$ cat config.mk
export PLATFORM = sky130hd
export DESIGN_NAME = uart_apb_bridge
export DESIGN_NICKNAME = d
export VERILOG_FILES = /design/src/soc_pkg.sv /design/src/uart_apb_bridge.sv
export SDC_FILE = /design/constraint.sdc
export NUM_CORES = 1
export LEC_CHECK = 0
export BUFFER_PORTS_ARGS = -buffer_cell sky130_fd_sc_hd__buf_2
export CAP_MARGIN = 10
export CORE_AREA = 2 2 103 105
export CTS_BUF_LIST = sky130_fd_sc_hd__clkbuf_2
export DETAILED_ROUTE_END_ITERATION = 6
export DIE_AREA = 0 0 105 107
export PLACE_DENSITY = 0.72
export SETUP_SLACK_MARGIN = 0.05
export SLEW_MARGIN = 20
export SYNTH_ARGS = -nofsm -noshare
export SYNTH_HDL_FRONTEND = slang
export SYNTH_SLANG_ARGS = --single-unit
$ cat constraint.sdc
create_clock -name clk_i -period 4.2 [get_ports clk_i]
set_input_delay 0.42 -clock clk_i [delete_from_list [all_inputs] [get_ports clk_i]]
set_output_delay 0.42 -clock clk_i [all_outputs]
set_load 0.005 [all_outputs]
$ cat src/soc_pkg.sv
//////////////////////////////
// Bus widths, memory map and shared types of the SoC fabric
// The L2 window is exactly the size of the memory, no aliasing
//////////////////////////////

`default_nettype none

package soc_pkg;

  // Bus widths
  localparam int ADDR_WIDTH     = 32;
  localparam int DATA_WIDTH     = 64;
  localparam int STRB_WIDTH     = DATA_WIDTH / 8;
  localparam int APB_DATA_WIDTH = 32;

  typedef logic [ADDR_WIDTH-1:0]     addr_t;
  typedef logic [DATA_WIDTH-1:0]     data_t;
  typedef logic [STRB_WIDTH-1:0]     strb_t;
  typedef logic [APB_DATA_WIDTH-1:0] apb_data_t;

  // L2 memory geometry
  localparam int L2_NUM_WORDS   = 1024;
  localparam int L2_INDEX_WIDTH = $clog2(L2_NUM_WORDS);
  localparam int L2_OFFSET_BITS = $clog2(STRB_WIDTH);

  typedef logic [L2_INDEX_WIDTH-1:0] l2_index_t;

  //////////////////////////////
  // Memory map
  //////////////////////////////

  localparam addr_t DRAM_BASE   = 32'h8000_0000;
  localparam addr_t DRAM_LENGTH = 32'h0000_2000;
  localparam addr_t UART_BASE   = 32'hC000_0000;
  localparam addr_t UART_LENGTH = 32'h0000_1000;
  localparam addr_t CTRL_BASE   = 32'hD000_0000;
  localparam addr_t CTRL_LENGTH = 32'h0000_1000;

  // Router target codes
  typedef logic [1:0] target_t;

  localparam target_t TARGET_MEM  = 2'd0;
  localparam target_t TARGET_UART = 2'd1;
  localparam target_t TARGET_CTRL = 2'd2;
  localparam target_t TARGET_NONE = 2'd3;

  // Control register offsets inside the CTRL window
  localparam addr_t CTRL_EXIT_OFFSET      = 32'h00;
  localparam addr_t CTRL_CNT_EN_OFFSET    = 32'h08;
  localparam addr_t CTRL_DRAM_BASE_OFFSET = 32'h10;
  localparam addr_t CTRL_DRAM_END_OFFSET  = 32'h18;

  typedef enum logic [1:0] {
    APB_IDLE,
    APB_SETUP,
    APB_ACCESS
  } apb_state_e;

endpackage

`default_nettype wire

$ cat src/uart_apb_bridge.sv
//////////////////////////////
// Bus to APB bridge for the external UART
// Accepts a new request only in APB_IDLE
// pwdata is the low word of wdata, no byte strobes on APB
//////////////////////////////

`timescale 1ns/1ps
`default_nettype none

module uart_apb_bridge import soc_pkg::*; (
  input  logic      clk_i,
  input  logic      reset_i,
  // Bus side
  input  logic      req_i,
  input  logic      we_i,
  input  addr_t     addr_i,
  input  data_t     wdata_i,
  output logic      rvalid_o,
  output data_t     rdata_o,
  output logic      err_o,
  // APB side
  output logic      psel_o,
  output logic      penable_o,
  output logic      pwrite_o,
  output addr_t     paddr_o,
  output apb_data_t pwdata_o,
  input  apb_data_t prdata_i,
  input  logic      pready_i,
  input  logic      pslverr_i
);

  apb_state_e state_q;
  logic       we_q;
  addr_t      addr_q;
  apb_data_t  wdata_q;
  logic       done;

  assign done = (state_q == APB_ACCESS) && pready_i;

  //////////////////////////////
  // Phase FSM
  //////////////////////////////

  always_ff @(posedge clk_i) begin
    if (reset_i) begin
      state_q  <= APB_IDLE;
      rvalid_o <= 1'b0;
      err_o    <= 1'b0;
    end else begin
      rvalid_o <= done;
      err_o    <= done && pslverr_i;
      case (state_q)
        APB_IDLE: begin
          if (req_i) begin
            state_q <= APB_SETUP;
          end
        end
        APB_SETUP: begin
          state_q <= APB_ACCESS;
        end
        APB_ACCESS: begin
          if (pready_i) begin
            state_q <= APB_IDLE;
          end
        end
        default: begin
          state_q <= APB_IDLE;
        end
      endcase
    end
  end

  // Request and response payload
  always_ff @(posedge clk_i) begin
    if ((state_q == APB_IDLE) && req_i) begin
      we_q    <= we_i;
      addr_q  <= addr_i;
      wdata_q <= wdata_i[APB_DATA_WIDTH-1:0];
    end
    if (done) begin
      rdata_o <= we_q ? '0 : data_t'(prdata_i);
    end
  end

  assign psel_o    = (state_q != APB_IDLE);
  assign penable_o = (state_q == APB_ACCESS);
  assign pwrite_o  = we_q;
  assign paddr_o   = addr_q;
  assign pwdata_o  = wdata_q;

endmodule

`default_nettype wire

==> results of run 1 <==
synth_stat cells:
master | instances | area (µm²)
edfxtp_1 | 97 | 2910
nor2b_1 | 33 | 206
buf_4 | 32 | 240
dfxtp_1 | 4 | 80.1
buf_2 | 3 | 15.0
and2_1 | 2 | 12.5
a21o_1 | 1 | 7.51
and4bb_1 | 1 | 12.5
conb_1 | 1 | 3.75
nor2_1 | 1 | 3.75
nor2b_2 | 1 | 8.76
nor3b_1 | 1 | 7.51
nor3b_2 | 1 | 12.5
or2_1 | 1 | 6.26
logic make-up (layout without fill, tap and decap cells):
| kind of cell | Yosys count | in the layout | share of synthesized area (%) |
|---|---|---|---|
| flip-flops | 101 | 101 | 84.8 |
| AND/OR/NAND/NOR | 41 | 41 | 7.66 |
| buffers and inverters | 35 | 288 | 7.23 |
| other | 1 | 33 | 0.106 |
| AO/OA/AOI/OAI | 1 | 1 | 0.213 |
metrics by stage:
| step | setup slack (ns) | std cells |
|---|---|---|
| CTS | 1.73 | 597 |
| finish | 2.38 | 600 |
| global route | 2.25 | 599 |
| floorplan | 0.780 | 210 |
| global placement | 2.34 | 515 |
| detailed placement | 2.34 | 515 |
worst min-delay path by stage:
stage	to	slack, ns	cells after the start
after floorplan	state_q[0]	0.49	1
after global placement	pwdata_o[25]	0.60	1
after detailed placement	paddr_o[19]	0.60	1
after CTS	pwdata_o[9]	0.002	1
after global routing	rdata_o[11]	0.08	2
final	rdata_o[18]	0.13	2
where the power goes:
| part | internal, mW | total [mW] | switching, mW |
|---|---|---|---|
| Sequential | 1.17 | 1.18 | 0.0163 |
| Clock | 0.147 | 0.485 | 0.338 |
| Combinational | 0.118 | 0.207 | 0.0898 |
| Total | 1.43 | 1.88 | 0.444 |
worst max-delay path: cells and delay by family (launching register included):
family | cells | cell delay, ns
buf+inv | 1 | 0.14
simple gates | 1 | 0.22
flops | 1 | 0.50
per-layer routing:
layer  wire, µm  GRT usage [%]
met5          0              0
met3        925           5.05
met4        195           7.62
met1       3100           16.7
met2       4430           26.9
layout by cell type, fill, tap and decap left out, types with 2 or more instances in the layout:
cell type / n
dfxtp_1: 4
conb_1: 32
clkinvlp_4: 2
clkbuf_2: 9
edfxtp_1: 97
buf_2: 202
and2_1: 2
dlygate4sd3_1: 67
buf_4: 2
inv_8: 2
nor2b_1: 33
sequential cells by signal (all words and copies together), names as in the netlist:
| name | cells |
|---|---|
| paddr_o | 32 |
| pwdata_o | 32 |
| rdata_o | 32 |
| state_q | 2 |
| err_o | 1 |
| pwrite_o | 1 |
| rvalid_o | 1 |
layout make-up:
class	count	area [µm²]
clock inverters	7	81.3
fillers	865	4680
diodes	1	2.50
clock buffers	9	45.0
repair buffers	272	1710
multi-input cells	74	404
well taps	136	170
flip-flops and latches	101	2990
==> flow_summary.yaml, run 1 <==
sta:
  whs_ns: 0.126
  rsz0062_at_grt: "no"
  min_period_ns: 1.82
  hold_viol: 0
  setup_viol: 0
  worst_pin_slew_ns: 0.737
  fin_crit_sh_pct: 43.4
  slew_headroom_pct: 50.9
  tns_ns: 0
  skew_ns: 0.0264
  maxSlewViolCount: 0
  clock.fmax_ghz: 0.549
place:
  place_congestion: 0.666
  io_buffers: 202
  dp_hpwl_um: 5470
  dpl_cell_area_um2: 4590
synth:
  synth-seq-cells: 101
  yosysWarnings: 0
  syn_area_um2: 3530
  synth_cell_types: 14
  synth_cells: 179
  seq_area_frac_synth_pct: 84.8
  avgSynthCellArea_um2: 19.7
floorplanning:
  die_height_um: 107
  die_w_um: 105
  start_util_pct: 35.0
  io_pins: 267
  dieArea_um2: 11200
  row_count: 37
  coreArea_um2: 10100
route:
  drt_first_iter_violations: 110
  wl_per_cell_um: 14.4
  drtAntennaViolNets: 0
  first_pass_iters: 4
  drt-total-wl_um: 8660
  drc: 0
  via_per_inst: 4.10
  vias: 2457
setup_path:
  crit_required_ns: 3.78
  crit_start: "state_q[1]"
  cp_cell_sequence: "nor2b_2 -> buf_2"
  slowest_delay_ns: 0.50
  cp_max_fo: 5
  r2r_cells: 2
  r2r_end: "pwdata_o[24]"
  start_kind: "flip-flop"
  critPathCaptureType: "primary output"
  path_class: "flip-flop to primary output"
  arrival_ns: 1.40
  r2r_start: "state_q[1]"
  cp_slowest_cell: "dfxtp_1"
  rrSetupSlack_ns: 2.47
  endpoint: "penable_o"
power:
  leakage_nw: 2.34
  ir_worst_vdd_mv: 0.164
  p_per_area_nw_per_um2: 347
  power_mw: 1.88
finish:
  stdcell_area_um2: 5410
  drive_above_1_share_pct: 48.2
  final_nets: 592
  area_growth_syn_to_layout_pct: 53.2
  fin_util_pct: 53.6
global_routing:
  track_usage_pct: 15.4
  overflow: 0
  antenna_found_initial: 0
  grt_max_degree: 63
  grt_first_pass_wirelength_um: 12900
  grt_pass1_vias: 2434
clock_network:
  post_cts_resized: 0
  clock_tree.root_cell: "clkbuf_2"
  h-tree-depth: 3
  cts_sinks: 101
  cts_tree: "yes"
  clock_path_buffers: 2
  post-cts-setup-buffer-count: 0
  clk_pin_slew_ns: 0.28
  insertion_delay_ns: 0.57
  cts_buffers: 9
  ctsHoldBuffers: 66
hold_path:
  hold_class: "primary input to flip-flop"
  hold_path.startpoint: "prdata_i[18]"
flow_run:
  cap_violations: 0
status:
  status: "completed"
(Power assumes the default switching activity.)
==> run 2: changes to the inputs <==
--- a/config.mk
+++ b/config.mk
@@ -7,11 +7,11 @@
 export LEC_CHECK = 0
 export BUFFER_PORTS_ARGS = -buffer_cell sky130_fd_sc_hd__buf_2
 export CAP_MARGIN = 10
-export CORE_AREA = 2 2 103 105
+export CORE_AREA = 2 2 104 106
 export CTS_BUF_LIST = sky130_fd_sc_hd__clkbuf_2
 export DETAILED_ROUTE_END_ITERATION = 6
-export DIE_AREA = 0 0 105 107
-export PLACE_DENSITY = 0.72
+export DIE_AREA = 0 0 106 108
+export PLACE_DENSITY = 0.73
 export SETUP_SLACK_MARGIN = 0.05
 export SLEW_MARGIN = 20
 export SYNTH_ARGS = -nofsm -noshare
==> constraint.sdc (replaced) <==
create_clock -name clk_i -period 1.5 [get_ports clk_i]
set_input_delay 0.15 -clock clk_i [delete_from_list [all_inputs] [get_ports clk_i]]
set_output_delay 0.15 -clock clk_i [all_outputs]
set_load 0.005 [all_outputs]
==> run 2 against run 1 <==
Compared with the run above: routed wire length up 15%; cell count up 8.3%; first-iteration DRC count down 28%; clock-buffer cell count unchanged; highest routed layer unchanged; sequential power rose to 2.8 times the previous value; utilization up 5.7 points; non-clock buffer count up 51; largest power group unchanged; sequential cell count unchanged; worst setup slack worse by 2.3 ns.
==> flow_summary.yaml, run 2 (synthesis gave the netlist of run 1 again) <==
global_routing:
  antenna_found_initial: 0
  grtUsageMet3_pct: 4.76
  grt.busiest_layer: "met2"
  met1_usage_pct: 15.5
  track_usage_pct: 16.0
  grt_pass1_vias: 2716
  grt_first_pass_wirelength_um: 13500
  grt_max_degree: 65
  met2_usage_pct: 30.6
  overflow: 0
clock_network:
  cts_tree: "yes"
  clock_path_buffers: 2
  cts_sinks: 101
  cts_buffers: 9
  clk_pin_slew_ns: 0.29
  h-tree-depth: 3
  clock_tree.root_cell: "clkbuf_2"
  insertion_delay_ns: 0.58
finish:
  drive_above_1_share_pct: 47.3
  fin_util_pct: 59.3
  insertedDiodeCount: 0
  nFillCells: 759
  layout_common_cells: "201 x buf_2, 101 x dlygate4sd3_1, 97 x edfxtp_1"
  seqCellArea_um2: 3000
  final_nets: 643
  area_growth_syn_to_layout_pct: 71.8
  final_common_cell: "buf_2"
  multi_input_area_um2: 407
hold_path:
  hold_path.startpoint: "req_i"
  hold_class: "primary input to flip-flop"
  hold_depth: 5
  holdPathEnd: "state_q[0]"
sta:
  maxSlewViolCount: 0
  min_period_ns: 1.46
  hold_viol: 0
  rsz0062_at_grt: "yes"
  clock.fmax_ghz: 0.685
  skew_ns: 0.0284
  fin_crit_sh_pct: 97.3
  setup_viol: 0
  whs_ns: 0.223
floorplanning:
  die_w_um: 106
  die_height_um: 108
  coreArea_um2: 10200
  row_count: 37
  dieArea_um2: 11400
  start_util_pct: 34.5
  io_pins: 267
route:
  wl_per_cell_um: 15.3
  first_pass_iters: 4
  drc: 0
  via_per_inst: 4.12
  drtAntennaViolNets: 0
  vias: 2677
  drt_first_iter_violations: 79
  drt-total-wl_um: 9980
setup_path:
  rrSetupSlack_ns: 0.04
  path_class: "flip-flop to flip-flop"
  r2r_start: "state_q[1]"
  cp_max_fo: 8
  critPathCaptureType: "flip-flop"
  crit_required_ns: 1.80
  r2r_cells: 4
  start_kind: "flip-flop"
  arrival_ns: 1.76
  r2r_end: "pwdata_o[27]"
status:
  status: "completed"
power:
  ir_worst_vdd_mv: 0.405
  p_per_area_nw_per_um2: 911
  power_mw: 5.52
  leakage_nw: 2.64
flow_run:
  cap_violations: 0
place:
  dp_hpwl_um: 5560
  io_buffers: 202
  place_congestion: 0.689
-- run 2: cell count changes in the layout (fill, tap and decap cells not counted), sizes merged --
cell	before	now
clkbuf	9	13
bufbuf	0	1
dlygate4sd3	67	101
clkinv	1	3
diode	1	0
clkinvlp	2	0
buf	205	217
-- run 2: report_power, final --
| part | total [mW] | switching (mW) | internal, mW |
|---|---|---|---|
| clock | 1.41 | 0.977 | 0.433 |
| combinational | 0.809 | 0.309 | 0.500 |
| sequential | 3.30 | 0.0412 | 3.26 |
| total | 5.52 | 1.33 | 4.20 |
-- run 2: critical path, stage by stage (launching register included) --
cell and delay [ns]:
dfxtp_4 0.42, buf_4 0.14, nor3b_4 0.32, buf_6 0.18, clkbuf_16 0.15
-- run 2: timing repair --
item,CTS,global route
gates resized for setup,6,12
endpoints found under the hold margin,101,0
setup endpoints to repair,3,68
buffers inserted,3,5
gates cloned,1,7
hold buffers,101,0
-- run 2: how the worst max path moves through the flow --
stage | startpoint | endpoint | slack, ns
final | state_q[1] | pwdata_o[27] | 0.04
after global routing | state_q[1] | psel_o | -0.06
after CTS | pwrite_o | pwrite_o | -0.02
after detailed placement | state_q[1] | rdata_o[0] | 0.18
after global placement | state_q[0] | pwdata_o[27] | 0.23
after floorplan | state_q[0] | paddr_o[0] | -0.97
-- run 2: layout make-up --
type	count	share of cell area, %
clock inverter	7	1.53
timing repair buffer	323	38.7
multi-input combinational	74	6.71
sequential	101	49.5
clock buffer	9	0.743
tap	136	2.81
-- run 2: through the flow --
step | instances | TNS, ns | setup WS, ns | cell area [µm²]
final | 650 | 0 | 0.0408 | 6060
after global routing | 650 | -0.297 | -0.0568 | 6060
after CTS | 638 | -0.0336 | -0.0203 | 5860
after detailed placement | 517 | 0 | 0.182 | 4640
after global placement | 517 | 0 | 0.228 | 4640
after floorplan | 210 | -63.87 | -0.970 | 3660
-- run 2: routing by layer --
metal	wire [µm]	vias to the layer above
met4	268	0
met1	3450	1244
met3	867	23
met2	5390	169
li1	-	1241
met5	0	-
==> run 3: changes to the inputs <==
==> constraint.sdc (replaced) <==
create_clock -name clk_i -period 1.5 [get_ports clk_i]
set_input_delay 0.3 -clock clk_i [delete_from_list [all_inputs] [get_ports clk_i]]
set_output_delay 0.3 -clock clk_i [all_outputs]
set_load 0.005 [all_outputs]
==> run 3 against run 2 <==
Compared with the run above: the flow now finishes with violations (negative setup slack); maximum frequency down 8.2%; total power down 6.3%; register-to-register slack better by 0.05 ns; via count down 0.37%; die area unchanged; critical endpoint is now psel_o; largest cell class unchanged; largest power group unchanged.
==> flow_summary.yaml, run 3 (synthesis gave the netlist of run 1 again) <==
status:
  status: "finished, violations left"
  failed_checks: "negative setup slack"
floorplanning:
  dieArea_um2: 11400
  io_pins: 267
  coreArea_um2: 10200
  row_count: 37
  start_util_pct: 34.5
  die_w_um: 106
  die_height_um: 108
finish:
  fin_util_pct: 57.0
  layout_common_cells: "202 x buf_2, 97 x dlygate4sd3_1, 97 x edfxtp_1"
  final_nets: 633
  final_common_cell: "buf_2"
  layoutNonFillerInstCount: 641
  drive_above_1_share_pct: 47.2
  area_growth_syn_to_layout_pct: 65.2
sta:
  tns_ns: -0.158
  maxSlewViolCount: 0
  rsz0062_at_grt: "yes"
  clock.fmax_ghz: 0.629
  skew_ns: 0.0164
  setup_viol: 2
  hold_viol: 0
  min_period_ns: 1.59
  fin_crit_sh_pct: 106
  final.setup.worst_slack_ns: -0.0891
  whs_ns: 0.0640
power:
  power_mw: 5.18
  ir_worst_vdd_mv: 0.399
  seq_power_share_pct: 63.8
  internal_power_mw: 3.93
  clkPwrFrac_pct: 22.1
  leakage_nw: 2.53
  switchingPower_mw: 1.25
  p_comb_share_pct: 14.1
  p_per_area_nw_per_um2: 888
  sw_frac_of_total_pct: 24.2
route:
  wl_per_cell_um: 15.0
  vias: 2667
  via_per_inst: 4.16
  drc: 0
  drt-total-wl_um: 9620
  first_pass_iters: 4
  drtAntennaViolNets: 0
  drt_first_iter_violations: 92
global_routing:
  antenna_found_initial: 0
  overflow: 0
  grt_pass1_vias: 2765
  grt_max_degree: 67
  grt_first_pass_wirelength_um: 13800
  track_usage_pct: 16.2
setup_path:
  path_class: "flip-flop to primary output"
  critPathCaptureType: "primary output"
  cp_max_fo: 4
  start_kind: "flip-flop"
  arrival_ns: 1.29
  crit_required_ns: 1.20
clock_network:
  cts_buffers: 9
  h-tree-depth: 3
  clock_path_buffers: 2
  cts_sinks: 101
  clk_pin_slew_ns: 0.27
  insertion_delay_ns: 0.54
  clock_tree.root_cell: "clkbuf_2"
  cts_tree: "yes"
place:
  dp.cells: 517
  dp_hpwl_um: 5690
  io_buffers: 202
  place_congestion: 0.703
flow_run:
  cap_violations: 0
hold_path:
  hold_class: "primary input to flip-flop"
run 3: cell types whose count changed in the layout (fill, tap and decap cells not counted), sizes merged, moves of 2 or more:
cell,change
clkinvlp,+2
clkbuf,-3
buf,-2
dlygate4sd3,-4
run 3: what timing repair did:
action,CTS,global route
buffers inserted,3,3
hold endpoints to repair,98,0
endpoints found under the setup margin,80,162
hold buffers,97,0
gates resized for setup,2,9
cloned,0,4
run 3: layout make-up:
| type | count | area, µm² |
|---|---|---|
| Clock inverter | 7 | 50.0 |
| Timing Repair Buffer | 313 | 2160 |
| Clock buffer | 9 | 45.0 |
| Multi-Input combinational cell | 74 | 407 |
| Sequential cell | 101 | 3000 |
| Antenna cell | 1 | 2.50 |
| Tap cell | 136 | 170 |
| Fill cell | 823 | 4400 |
run 3: worst max-delay path, stage by stage, from the launching register on:
cell	delay, ns
dfxtp_4	0.41
or2_1	0.21
buf_2	0.12
run 3: power groups by stage:
| stage | Sequential [mW] | Combinational (mW) | Clock [mW] |
|---|---|---|---|
| finish | 3.30 | 0.729 | 1.14 |
| global route | 3.32 | 0.790 | 1.33 |
| global placement | 3.36 | 0.442 | 0 |
| detailed placement | 3.37 | 0.453 | 0 |
| CTS | 3.30 | 0.663 | 1.21 |
| floorplan | 3.39 | 0.185 | 0 |
run 3: path summary, 6_finish.rpt:
path,depth (start not counted),from,slack [ns],to
max,2,state_q[1],-0.09,psel_o
min,2,prdata_i[7],0.06,rdata_o[7]
max reg2reg,5,state_q[1],0.09,pwdata_o[13]
min reg2reg,2,state_q[0],0.66,state_q[1]
run 3: stage by stage:
stage / setup WS, ns / instance area [µm²]
detailed placement: 0.174 / 4640
floorplan: -0.970 / 3660
CTS: -0.178 / 5730
global route: -0.209 / 5830
finish: -0.0891 / 5830
global placement: 0.213 / 4640
run 3: metal layers:
| layer | global-route usage (%) | wire [µm] | share of wire, % | up-vias |
|---|---|---|---|---|
| li1 | - | - | - | 1220 |
| met2 | 30.6 | 5120 | 53 | 168 |
| met5 | 0 | 0 | 0 | - |
| met4 | 7.71 | 200 | 2.1 | 0 |
| met3 | 4.94 | 853 | 8.9 | 15 |
| met1 | 16.3 | 3440 | 36 | 1264 |
