`config.mk`:
```
export PLATFORM = sky130hd
export DESIGN_NAME = soc_bus_router
export DESIGN_NICKNAME = d
export VERILOG_FILES = /design/src/soc_pkg.sv /design/src/soc_bus_router.sv
export SDC_FILE = /design/constraint.sdc
export NUM_CORES = 1
export LEC_CHECK = 0
export ABC_AREA = 1
export BUFFER_PORTS_ARGS = -buffer_cell sky130_fd_sc_hd__buf_4
export CORE_AREA = 4 4 184 186
export DETAILED_ROUTE_END_ITERATION = 10
export DIE_AREA = 0 0 188 190
export GPL_TIMING_DRIVEN = 0
export HOLD_SLACK_MARGIN = 0.15
export PLACE_DENSITY = 0.3
export SYNTH_ARGS = -nofsm -noshare
export SYNTH_HDL_FRONTEND = slang
export SYNTH_SLANG_ARGS = --single-unit
```
`constraint.sdc`:
```
create_clock -name clk_i -period 1 [get_ports clk_i]
set_input_delay 0.2 -clock clk_i [delete_from_list [all_inputs] [get_ports clk_i]]
set_output_delay 0.2 -clock clk_i [all_outputs]
set_load 0.03 [all_outputs]
```
`src/soc_pkg.sv`:
```
//////////////////////////////
// Bus widths, memory map and shared types of the SoC fabric
// The L2 window is exactly the size of the memory, no aliasing
//////////////////////////////

`default_nettype none

package soc_pkg;

  // Bus widths
  localparam int ADDR_WIDTH     = 32;
  localparam int DATA_WIDTH     = 64;
  localparam int STRB_WIDTH     = DATA_WIDTH / 8;
  localparam int APB_DATA_WIDTH = 32;

  typedef logic [ADDR_WIDTH-1:0]     addr_t;
  typedef logic [DATA_WIDTH-1:0]     data_t;
  typedef logic [STRB_WIDTH-1:0]     strb_t;
  typedef logic [APB_DATA_WIDTH-1:0] apb_data_t;

  // L2 memory geometry
  localparam int L2_NUM_WORDS   = 1024;
  localparam int L2_INDEX_WIDTH = $clog2(L2_NUM_WORDS);
  localparam int L2_OFFSET_BITS = $clog2(STRB_WIDTH);

  typedef logic [L2_INDEX_WIDTH-1:0] l2_index_t;

  //////////////////////////////
  // Memory map
  //////////////////////////////

  localparam addr_t DRAM_BASE   = 32'h8000_0000;
  localparam addr_t DRAM_LENGTH = 32'h0000_2000;
  localparam addr_t UART_BASE   = 32'hC000_0000;
  localparam addr_t UART_LENGTH = 32'h0000_1000;
  localparam addr_t CTRL_BASE   = 32'hD000_0000;
  localparam addr_t CTRL_LENGTH = 32'h0000_1000;

  // Router target codes
  typedef logic [1:0] target_t;

  localparam target_t TARGET_MEM  = 2'd0;
  localparam target_t TARGET_UART = 2'd1;
  localparam target_t TARGET_CTRL = 2'd2;
  localparam target_t TARGET_NONE = 2'd3;

  // Control register offsets inside the CTRL window
  localparam addr_t CTRL_EXIT_OFFSET      = 32'h00;
  localparam addr_t CTRL_CNT_EN_OFFSET    = 32'h08;
  localparam addr_t CTRL_DRAM_BASE_OFFSET = 32'h10;
  localparam addr_t CTRL_DRAM_END_OFFSET  = 32'h18;

  typedef enum logic [1:0] {
    APB_IDLE,
    APB_SETUP,
    APB_ACCESS
  } apb_state_e;

endpackage

`default_nettype wire

```
`src/soc_bus_router.sv`:
```
//////////////////////////////
// Single master router, one open UART transfer at a time
// Grants stall while the UART transfer is open
// Unmapped requests answer one cycle later with err_o
//////////////////////////////

`timescale 1ns/1ps
`default_nettype none

module soc_bus_router import soc_pkg::*; (
  input  logic    clk_i,
  input  logic    reset_i,
  // Master side
  input  logic    req_i,
  input  logic    we_i,
  input  addr_t   addr_i,
  input  strb_t   be_i,
  input  data_t   wdata_i,
  output logic    gnt_o,
  output logic    rvalid_o,
  output data_t   rdata_o,
  output logic    err_o,
  // Target strobes
  output logic    mem_req_o,
  output logic    ctrl_req_o,
  output logic    uart_req_o,
  // Fields shared by all targets
  output logic    bus_we_o,
  output addr_t   bus_addr_o,
  output strb_t   bus_be_o,
  output data_t   bus_wdata_o,
  // Target responses
  input  logic    mem_rvalid_i,
  input  data_t   mem_rdata_i,
  input  logic    ctrl_rvalid_i,
  input  data_t   ctrl_rdata_i,
  input  logic    uart_rvalid_i,
  input  data_t   uart_rdata_i,
  input  logic    uart_err_i
);

  target_t target;
  logic    uart_busy_q;
  logic    err_q;

  // Addresses below base wrap to large offsets and miss the window
  function automatic logic in_window(addr_t addr, addr_t base, addr_t length);
    return (addr - base) < length;
  endfunction

  //////////////////////////////
  // Decode and grant
  //////////////////////////////

  always_comb begin
    if (in_window(addr_i, DRAM_BASE, DRAM_LENGTH)) begin
      target = TARGET_MEM;
    end else if (in_window(addr_i, UART_BASE, UART_LENGTH)) begin
      target = TARGET_UART;
    end else if (in_window(addr_i, CTRL_BASE, CTRL_LENGTH)) begin
      target = TARGET_CTRL;
    end else begin
      target = TARGET_NONE;
    end
  end

  assign gnt_o      = req_i && !uart_busy_q;
  assign mem_req_o  = gnt_o && (target == TARGET_MEM);
  assign uart_req_o = gnt_o && (target == TARGET_UART);
  assign ctrl_req_o = gnt_o && (target == TARGET_CTRL);

  assign bus_we_o    = we_i;
  assign bus_addr_o  = addr_i;
  assign bus_be_o    = be_i;
  assign bus_wdata_o = wdata_i;

  always_ff @(posedge clk_i) begin
    if (reset_i) begin
      uart_busy_q <= 1'b0;
      err_q       <= 1'b0;
    end else begin
      err_q <= gnt_o && (target == TARGET_NONE);
      if (uart_req_o) begin
        uart_busy_q <= 1'b1;
      end else if (uart_rvalid_i) begin
        uart_busy_q <= 1'b0;
      end
    end
  end

  //////////////////////////////
  // Response steering
  //////////////////////////////

  // At most one response strobe is high in any cycle
  assign rvalid_o = mem_rvalid_i || ctrl_rvalid_i || uart_rvalid_i || err_q;
  assign err_o    = err_q || (uart_rvalid_i && uart_err_i);

  always_comb begin
    if (mem_rvalid_i) begin
      rdata_o = mem_rdata_i;
    end else if (ctrl_rvalid_i) begin
      rdata_o = ctrl_rdata_i;
    end else if (uart_rvalid_i) begin
      rdata_o = uart_rdata_i;
    end else begin
      rdata_o = '0;
    end
  end

endmodule

`default_nettype wire

```
==> reports/results.tsv, run 1 <==
metric	value	unit
outcome	finished with violations	
violations	setup timing	
firstDrtPassIters	4	
hold_path_class	primary input to register	
num_vias	4233	
tightest_slew	0.4074	ns
path_buf_inv	4	
crit_top_cell	buf_12	
period_needed	1.351	ns
via_per_inst	3.400	
reg2reg_slack	0.02	ns
p_total	4.728	mW
core	32290	µm²
yosysTopAreaCellShare	0.3624	
clk-insertion-delay-late	0.22	ns
syn_to_final_growth	215.4	%
startpoint_type	primary input	
required	0.80	ns
p_leak	3.534	nW
cp-end-kind	output port	
cellPowerDensity	651.9	nW/µm²
grt_max_degree	11	
syn_area_per_cell	5.958	µm²
synth_cell_types	17	
globalplace.congestion	0.7153	
clock_skew	0.001355	ns
period_share	1.351	
holdWs	0.3593	ns
reg2reg_depth	5	
fp.dieW	188	µm
max_freq	740.0	MHz
netlist_instances	386	
drtAntennaViolNets	0	
start_util	0.07122	
critical-path-max-stage-delay	0.17	ns
critical_path_class	primary input to output port	
dpl_cell_area	6205	µm²
yosysWarnings	0	
drv_slew	0	
layout-drive-gt1-share	0.8443	
crit_end	rdata_o[53]	
arrival	1.15	ns
rsz0062_at_grt	true	
ios	479	
tns	-21.23	ns
pre_cts_slack	-0.7501	ns
rr_endpoint	uart_busy_q$_SDFFE_PP0P_	
diodes	0	
post_drt_wl_per_cell	16.85	µm
setup_viol	69	
worstSetupPathDepth	7	
grt_pass1_vias	4577	
regToRegStartpoint	uart_busy_q$_SDFFE_PP0P_	
numPortBuffers	392	
critPathSlowestCell	buf_12	
wl	20970	µm
ys_ff_latch	2	
overflow	0	
vdd_drop_max	0.3721	mV
cts_buffers	3	
dieHeight	190	µm
crit_start	ctrl_rvalid_i	
relSlewSlack	0.7284	
clock-root-buffer	clkbuf_16	
final_area	7253	µm²
synth_area_leaders	buf_4 (36%), a22oi_1 (21%), o21ai_1 (13%)	
cp_cell_sequence	buf_8, nor2_4, buf_12, buf_12, a22oi_1, o21ai_2, buf_6	
clock_path_buffers	2	
synth_nets	690	
die_area	35720	µm²
route.detailed.drc	0	
worstPathMaxFanout	10	
htreeDepth	1	
tritoncts	yes	
cp_top_family	buffers and inverters	
hpwl	17920	µm
layout.nets	1109	
syn_area	2300	µm²
cap_viol_max_count	0	
clkTransAtPathRegs	0.03	ns
cts_num_sinks	2	
synth.yosys.seq_area_share	0.01741	
drt_first_iter_violations	63	
grt_pass1_wl	29400	µm
yosysTopAreaCell	buf_4	
fill_cells	3665	
setup_slack	-0.3514	ns
antenna_found_initial	1	
hold_violations	0	
rows	66	
globalRouteTotalUtil	0.1061	
[cells by family after synthesis]
family / Yosys count / share of synthesized area
flops: 2 / 0.01741
simple gates: 112 / 0.1959
compound gates: 129 / 0.3504
buf+inv: 143 / 0.4363
[final cells by class]
class | count | area (µm²) | share of cell area
repair buffers | 414 | 3557 | 0.4904
multi-input cells | 241 | 1869 | 0.2577
plain buffers | 132 | 1101 | 0.1518
well taps | 442 | 553.0 | 0.07625
clock buffers | 3 | 75.07 | 0.01035
inverters | 11 | 56.30 | 0.007763
flip-flops and latches | 2 | 41.29 | 0.005693
[cell usage after synthesis]
cell type / count
nand3b_1: 1
nor3_1: 3
nand2_1: 76
inv_1: 11
buf_4: 111
a22oi_1: 64
nand4_1: 2
o21ai_1: 60
nand3_1: 8
dfxtp_1: 2
buf_2: 4
a21oi_1: 1
buf_6: 6
clkbuf_1: 11
o21ai_0: 4
nor2_1: 21
nor2_4: 1
[through the flow]
step,utilization,instances
CTS,0.2195,1241
finish,0.2246,1245
global placement,0.1922,1220
global route,0.2246,1245
detailed placement,0.1922,1220
floorplan,-,386
[placed cells by master, fill, tap and decap left out, types with 3 or more instances in the layout]
| cell type | n |
|---|---|
| a22oi_2 | 33 |
| nor2_4 | 15 |
| nand2_2 | 3 |
| nand2_4 | 4 |
| clkbuf_2 | 9 |
| buf_8 | 7 |
| nand2_1 | 69 |
| buf_12 | 11 |
| buf_6 | 84 |
| nand3_1 | 5 |
| o21ai_2 | 63 |
| inv_1 | 7 |
| nor2_1 | 7 |
| a22oi_1 | 31 |
| clkbuf_16 | 4 |
| buf_4 | 429 |
[worst reg2reg max path, stage by stage, from the launching register on]
cell and delay [ns]:
dfxtp_2 0.34, nor2_4 0.13, buf_6 0.12, buf_4 0.10, nand4_1 0.09, a21oi_1 0.12
[power breakdown]
group | total [mW] | leakage (nW) | switching (mW) | internal (mW)
sequential | 0.0834 | 0.0169 | 0.000775 | 0.0826
clock | 0.611 | 0.0370 | 0.102 | 0.510
combinational | 4.03 | 3.48 | 2.02 | 2.01
[routing by layer]
metal,track usage,wire (µm),part of all wire,up-vias
li1,-,-,-,2084
met1,0.1172,7483,0.36,1886
met2,0.2082,11530,0.55,251
met3,0.03101,1813,0.086,10
met4,0.007905,136,0.0065,2
met5,0,7,0.00033,-
[flip-flops by register name, summed over array words and instances (netlist names)]
signal	count
err_q	1
uart_busy_q	1
[what timing repair did]
action | 4_1_cts | 5_1_grt
hold buffers | 1 | 0
pin swaps | 26 | 20
cloned | 3 | 1
buffers inserted | 14 | 4
resized for setup | 155 | 28
hold endpoints to repair | 1 | 0
setup endpoints to repair | 70 | 72
[how the worst min path moves through the flow]
stage	endpoint	slack, ns	cells after the start	start
2_1_floorplan	uart_busy_q$_SDFFE_PP0P_	0.26	1	reset_i
3_3_place_gp	uart_busy_q$_SDFFE_PP0P_	0.36	2	reset_i
3_5_place_dp	uart_busy_q$_SDFFE_PP0P_	0.36	2	reset_i
4_1_cts	uart_busy_q$_SDFFE_PP0P_	0.36	5	uart_rvalid_i
5_1_grt	uart_busy_q$_SDFFE_PP0P_	0.39	5	uart_rvalid_i
6_report	uart_busy_q$_SDFFE_PP0P_	0.36	5	uart_rvalid_i
Note: power is estimated with default switching activity, not from simulation.
==> run 2: changes to the inputs <==
==> constraint.sdc (replaced) <==
create_clock -name clk_i -period 1.5 [get_ports clk_i]
set_input_delay 0.3 -clock clk_i [delete_from_list [all_inputs] [get_ports clk_i]]
set_output_delay 0.3 -clock clk_i [all_outputs]
set_load 0.03 [all_outputs]
==> reports/results.tsv, run 2 (same netlist as run 1, synthesis figures left out) <==
metric	value	unit	change
overflow	0		unchanged
dpl_cell_area	6033	µm²	-2.8%
layout_commonest_cell	buf_4		
hold_violations	0		unchanged
grt_max_degree	11		unchanged
startpoint_type	primary input		
p_leak	3.448	nW	-2.4%
drtAntennaViolNets	0		unchanged
worstPathMaxFanout	6		-4
htreeDepth	1		unchanged
route.detailed.drc	0		unchanged
violations	setup timing		
post_drt_wl_per_cell	16.50	µm	-2.1%
worstSetupPathDepth	7		unchanged
hold-path-cell-count	2		-3
diodes	0		unchanged
tightest_slew	0.3778	ns	-0.02962 ns
drt_first_iter_violations	43		-32%
clkTransAtPathRegs	0.03	ns	about the same
cap_viol_max_count	0		unchanged
cp_top_family	buffers and inverters		
antenna_found_initial	0		-1
clock-root-buffer	clkbuf_16		
layout.nets	1102		-0.63%
crit_top_cell	buf_12		
critical-path-max-stage-delay	0.20	ns	+0.03 ns
reg_top3	err_q (1), uart_busy_q (1)		
critical_path_class	primary input to output port		
cts_num_sinks	2		unchanged
grt_pass1_wl	28290	µm	-3.8%
syn_to_final_growth	208.8	%	
path_buf_inv	4		unchanged
outcome	finished with violations		
period_share	1.070		
required	1.20	ns	+0.40 ns
cellPowerDensity	434.8	nW/µm²	-33%
globalRouteTotalUtil	0.1019		-0.004218
cp-end-kind	output port		
start_util	0.07122		unchanged
wl	20430	µm	-2.6%
via_per_inst	3.467		+2.0%
core	32290	µm²	unchanged
dieHeight	190	µm	unchanged
cp_cell_sequence	buf_8, nor2_4, buf_12, buf_12, a22oi_1, o21ai_2, buf_6		
vdd_drop_max	0.3904	mV	+4.9%
p_total	3.087	mW	-35%
tritoncts	yes		
hpwl	17460	µm	-2.6%
cts_hold_buffers	0		-1
die_area	35720	µm²	unchanged
firstDrtPassIters	4		unchanged
cts_buffers	3		unchanged
clock_path_buffers	2		unchanged
grt_pass1_vias	4617		+0.87%
setup_slack	-0.1054	ns	+0.2460 ns
drv_slew	0		unchanged
fp.dieW	188	µm	unchanged
globalplace.congestion	0.7339		+2.6%
numPortBuffers	392		unchanged
final_cell_mix	buf_4 (436), buf_6 (74), nand2_1 (70)		
num_vias	4292		+1.4%
layout-drive-gt1-share	0.8467		+0.002400
arrival	1.31	ns	+0.16 ns
max_freq	622.9	MHz	
period_needed	1.605	ns	
rsz0062_at_grt	true		
clock_skew	0.001249	ns	-0.0001058 ns
reg2reg_depth	3		-2
ios	479		unchanged
pre_cts_slack	-0.7690	ns	-0.01894 ns
relSlewSlack	0.7481		+0.01975
hold_path_class	primary input to register		
tns	-2.815	ns	+18.42 ns
setup_viol	57		-17%
clk-insertion-delay-late	0.22	ns	about the same
critPathSlowestCell	o21ai_2		
rows	66		unchanged
final_area	7101	µm²	-2.1%
run 2: routing by layer:
metal  routed length (µm)  GRT usage  share of wire
met3                 1687    0.02642          0.083
met4                  139   0.008470         0.0068
met2                11190     0.2042           0.55
met5                    0          0              0
met1                 7404     0.1109           0.36
run 2: final timing paths:
path | startpoint | slack [ns] | to
setup / recovery | ctrl_rvalid_i | -0.11 | rdata_o[37]
hold / removal | reset_i | 0.25 | uart_busy_q$_SDFFE_PP0P_
setup reg to reg | uart_busy_q$_SDFFE_PP0P_ | 0.56 | uart_busy_q$_SDFFE_PP0P_
hold reg to reg | uart_busy_q$_SDFFE_PP0P_ | 0.52 | uart_busy_q$_SDFFE_PP0P_
run 2: layout make-up:
class | count | area (µm²)
fillers | 3650 | 25190
inverters | 11 | 46.29
flip-flops and latches | 2 | 40.04
well taps | 442 | 553.0
plain buffers | 132 | 1089
repair buffers | 407 | 3427
multi-input cells | 241 | 1871
clock buffers | 3 | 75.07
run 2: timing repair:
item,4_1_cts,5_1_grt
setup buffers,11,1
cloned,2,1
setup endpoints to repair,68,66
pin swaps,21,31
resized for setup,160,43
run 2: stage by stage:
step	hold WS, ns	instances	utilization
floorplan	0.3691	386	-
global placement	0.4682	1220	0.1869
detailed placement	0.4682	1220	0.1869
CTS	0.2443	1236	0.2130
global route	0.2568	1238	0.2199
finish	0.2451	1238	0.2199
run 2: where the power goes:
part	switching (mW)	internal [mW]	total [mW]
clock network	0.0541	0.339	0.393
logic	1.33	1.31	2.64
registers	0.000287	0.0551	0.0554
==> run 3: changes to the inputs <==
==> constraint.sdc (replaced) <==
create_clock -name clk_i -period 1.7 [get_ports clk_i]
set_input_delay 0.34 -clock clk_i [delete_from_list [all_inputs] [get_ports clk_i]]
set_output_delay 0.34 -clock clk_i [all_outputs]
set_load 0.03 [all_outputs]
==> reports/results.tsv, run 3 (same netlist as run 1, synthesis figures left out) <==
metric	value	unit	change
outcome	finished clean		
hold_violations	0		unchanged
clkTransAtPathRegs	0.03	ns	about the same
drt_first_iter_violations	79		+84%
route.detailed.drc	0		unchanged
layout_commonest_cell	buf_4		
htreeDepth	1		unchanged
hold_path_class	primary input to register		
vdd_drop_max	0.2280	mV	-42%
setup_viol	0		-100%
overflow	0		unchanged
grt_pass1_vias	4131		-11%
period_needed	1.700	ns	
startpoint_type	primary input		
place_inst	1220		unchanged
layout-drive-gt1-share	0.7278		-0.1189
via_per_inst	3.373		-2.7%
wl	19590	µm	-4.1%
cts_num_sinks	2		unchanged
clk-insertion-delay-late	0.22	ns	about the same
tritoncts	yes		
syn_to_final_growth	176.5	%	
cellPowerDensity	389.7	nW/µm²	-10%
multi_input_area	1469	µm²	-21%
cp-end-kind	output port		
num_vias	4156		-3.2%
grt_pass1_wl	26370	µm	-6.8%
final_cells	1232		-0.48%
post_drt_wl_per_cell	15.90	µm	-3.6%
final_area	6359	µm²	-10%
start_util	0.07122		unchanged
rows	66		unchanged
reg_top3	err_q (1), uart_busy_q (1)		
layout.nets	1096		-0.54%
tightest_slew	0.5185	ns	+0.1406 ns
rsz0062_at_grt	true		
critical_path_class	primary input to output port		
clock_skew	0.002844	ns	+0.001595 ns
cts_hold_buffers	0		unchanged
ios	479		unchanged
antenna_found_initial	0		unchanged
clock_path_buffers	2		unchanged
arrival	1.36	ns	+0.05 ns
firstDrtPassIters	4		unchanged
globalplace.congestion	0.6965		-5.1%
seqCellArea	40.04	µm²	unchanged
fill_cells	3696		+1.3%
hpwl	16940	µm	-3.0%
grt_max_degree	11		unchanged
fp.dieW	188	µm	unchanged
dpl_cell_area	5803	µm²	-3.8%
clock-root-buffer	clkbuf_16		
drtAntennaViolNets	0		unchanged
max_freq	588.3	MHz	
period_share	0.9999		
final_cell_mix	buf_4 (496), nand2_1 (72), o21ai_1 (64)		
cts_buffers	3		unchanged
required	1.36	ns	+0.16 ns
holdWs	0.2945	ns	+0.04941 ns
worstPathMaxFanout	10		+4
core	32290	µm²	unchanged
setup_slack	0.0001047	ns	+0.1055 ns
drv_slew	0		unchanged
dieHeight	190	µm	unchanged
globalRouteTotalUtil	0.09596		-0.005972
cap_viol_max_count	0		unchanged
pre_cts_slack	-0.4378	ns	+0.3312 ns
diodes	0		unchanged
p_leak	3.228	nW	-6.4%
die_area	35720	µm²	unchanged
p_total	2.478	mW	-20%
numPortBuffers	392		unchanged
relSlewSlack	0.6544		-0.09376
-- run 3: cell types whose count changed in the layout (fill, tap and decap cells not counted), moves of 5 or more --
| cell | delta |
|---|---|
| a22oi_1 | +27 |
| o21ai_2 | -60 |
| o21ai_1 | +60 |
| buf_12 | -6 |
| a22oi_2 | -27 |
| buf_4 | +60 |
| buf_8 | +5 |
| buf_6 | -65 |
-- run 3: where the power goes --
part	switching (mW)	internal, mW
clock network	0.0573	0.300
logic	1.07	1.01
registers	0.000279	0.0486
total	1.12	1.35
-- run 3: worst max-delay path, cell delays in order --
cell     delay, ns
buf_8         0.08
inv_4         0.03
nor2_4        0.14
buf_12        0.17
buf_8         0.15
a22oi_1       0.08
o21ai_1       0.15
buf_4         0.18
-- run 3: path summary, 6_finish.rpt --
| path | start | to | slack [ns] | depth (start not counted) |
|---|---|---|---|---|
| worst min-delay path | reset_i | uart_busy_q$_SDFFE_PP0P_ | 0.29 | 2 |
| worst max register to register | uart_busy_q$_SDFFE_PP0P_ | err_q$_SDFF_PP0_ | 0.82 | 3 |
| worst max-delay path | uart_rvalid_i | rdata_o[25] | 0.0001 | 8 |
| worst min register to register | uart_busy_q$_SDFFE_PP0P_ | uart_busy_q$_SDFFE_PP0P_ | 0.52 | 2 |
-- run 3: stage by stage --
step,setup TNS (ns),utilization
global placement,-21.60,0.1797
finish,0,0.1969
detailed placement,-23.18,0.1797
CTS,-0.01645,0.1889
global route,-0.5819,0.1969
floorplan,0,-
-- run 3: routing by layer --
metal | track usage | vias to the layer above | part of all wire
met2 | 0.1950 | 247 | 0.56
met1 | 0.1020 | 1865 | 0.35
li1 | - | 2041 | -
met4 | 0.004235 | 0 | 0.0011
met3 | 0.02752 | 3 | 0.087
met5 | 0 | - | 0
-- run 3: what timing repair did --
action,4_1_cts,5_1_grt
buffers inserted,3,3
gates resized for setup,52,44
endpoints found under the setup margin,68,45
gates cloned,1,2
pin swaps,13,20
-- run 3: final cells by class --
class | count | area share
plain buffers | 132 | 0.1641
clock buffers | 3 | 0.01181
inverters | 11 | 0.006887
multi-input cells | 241 | 0.2310
flip-flops and latches | 2 | 0.006297
well taps | 442 | 0.08697
repair buffers | 401 | 0.4929
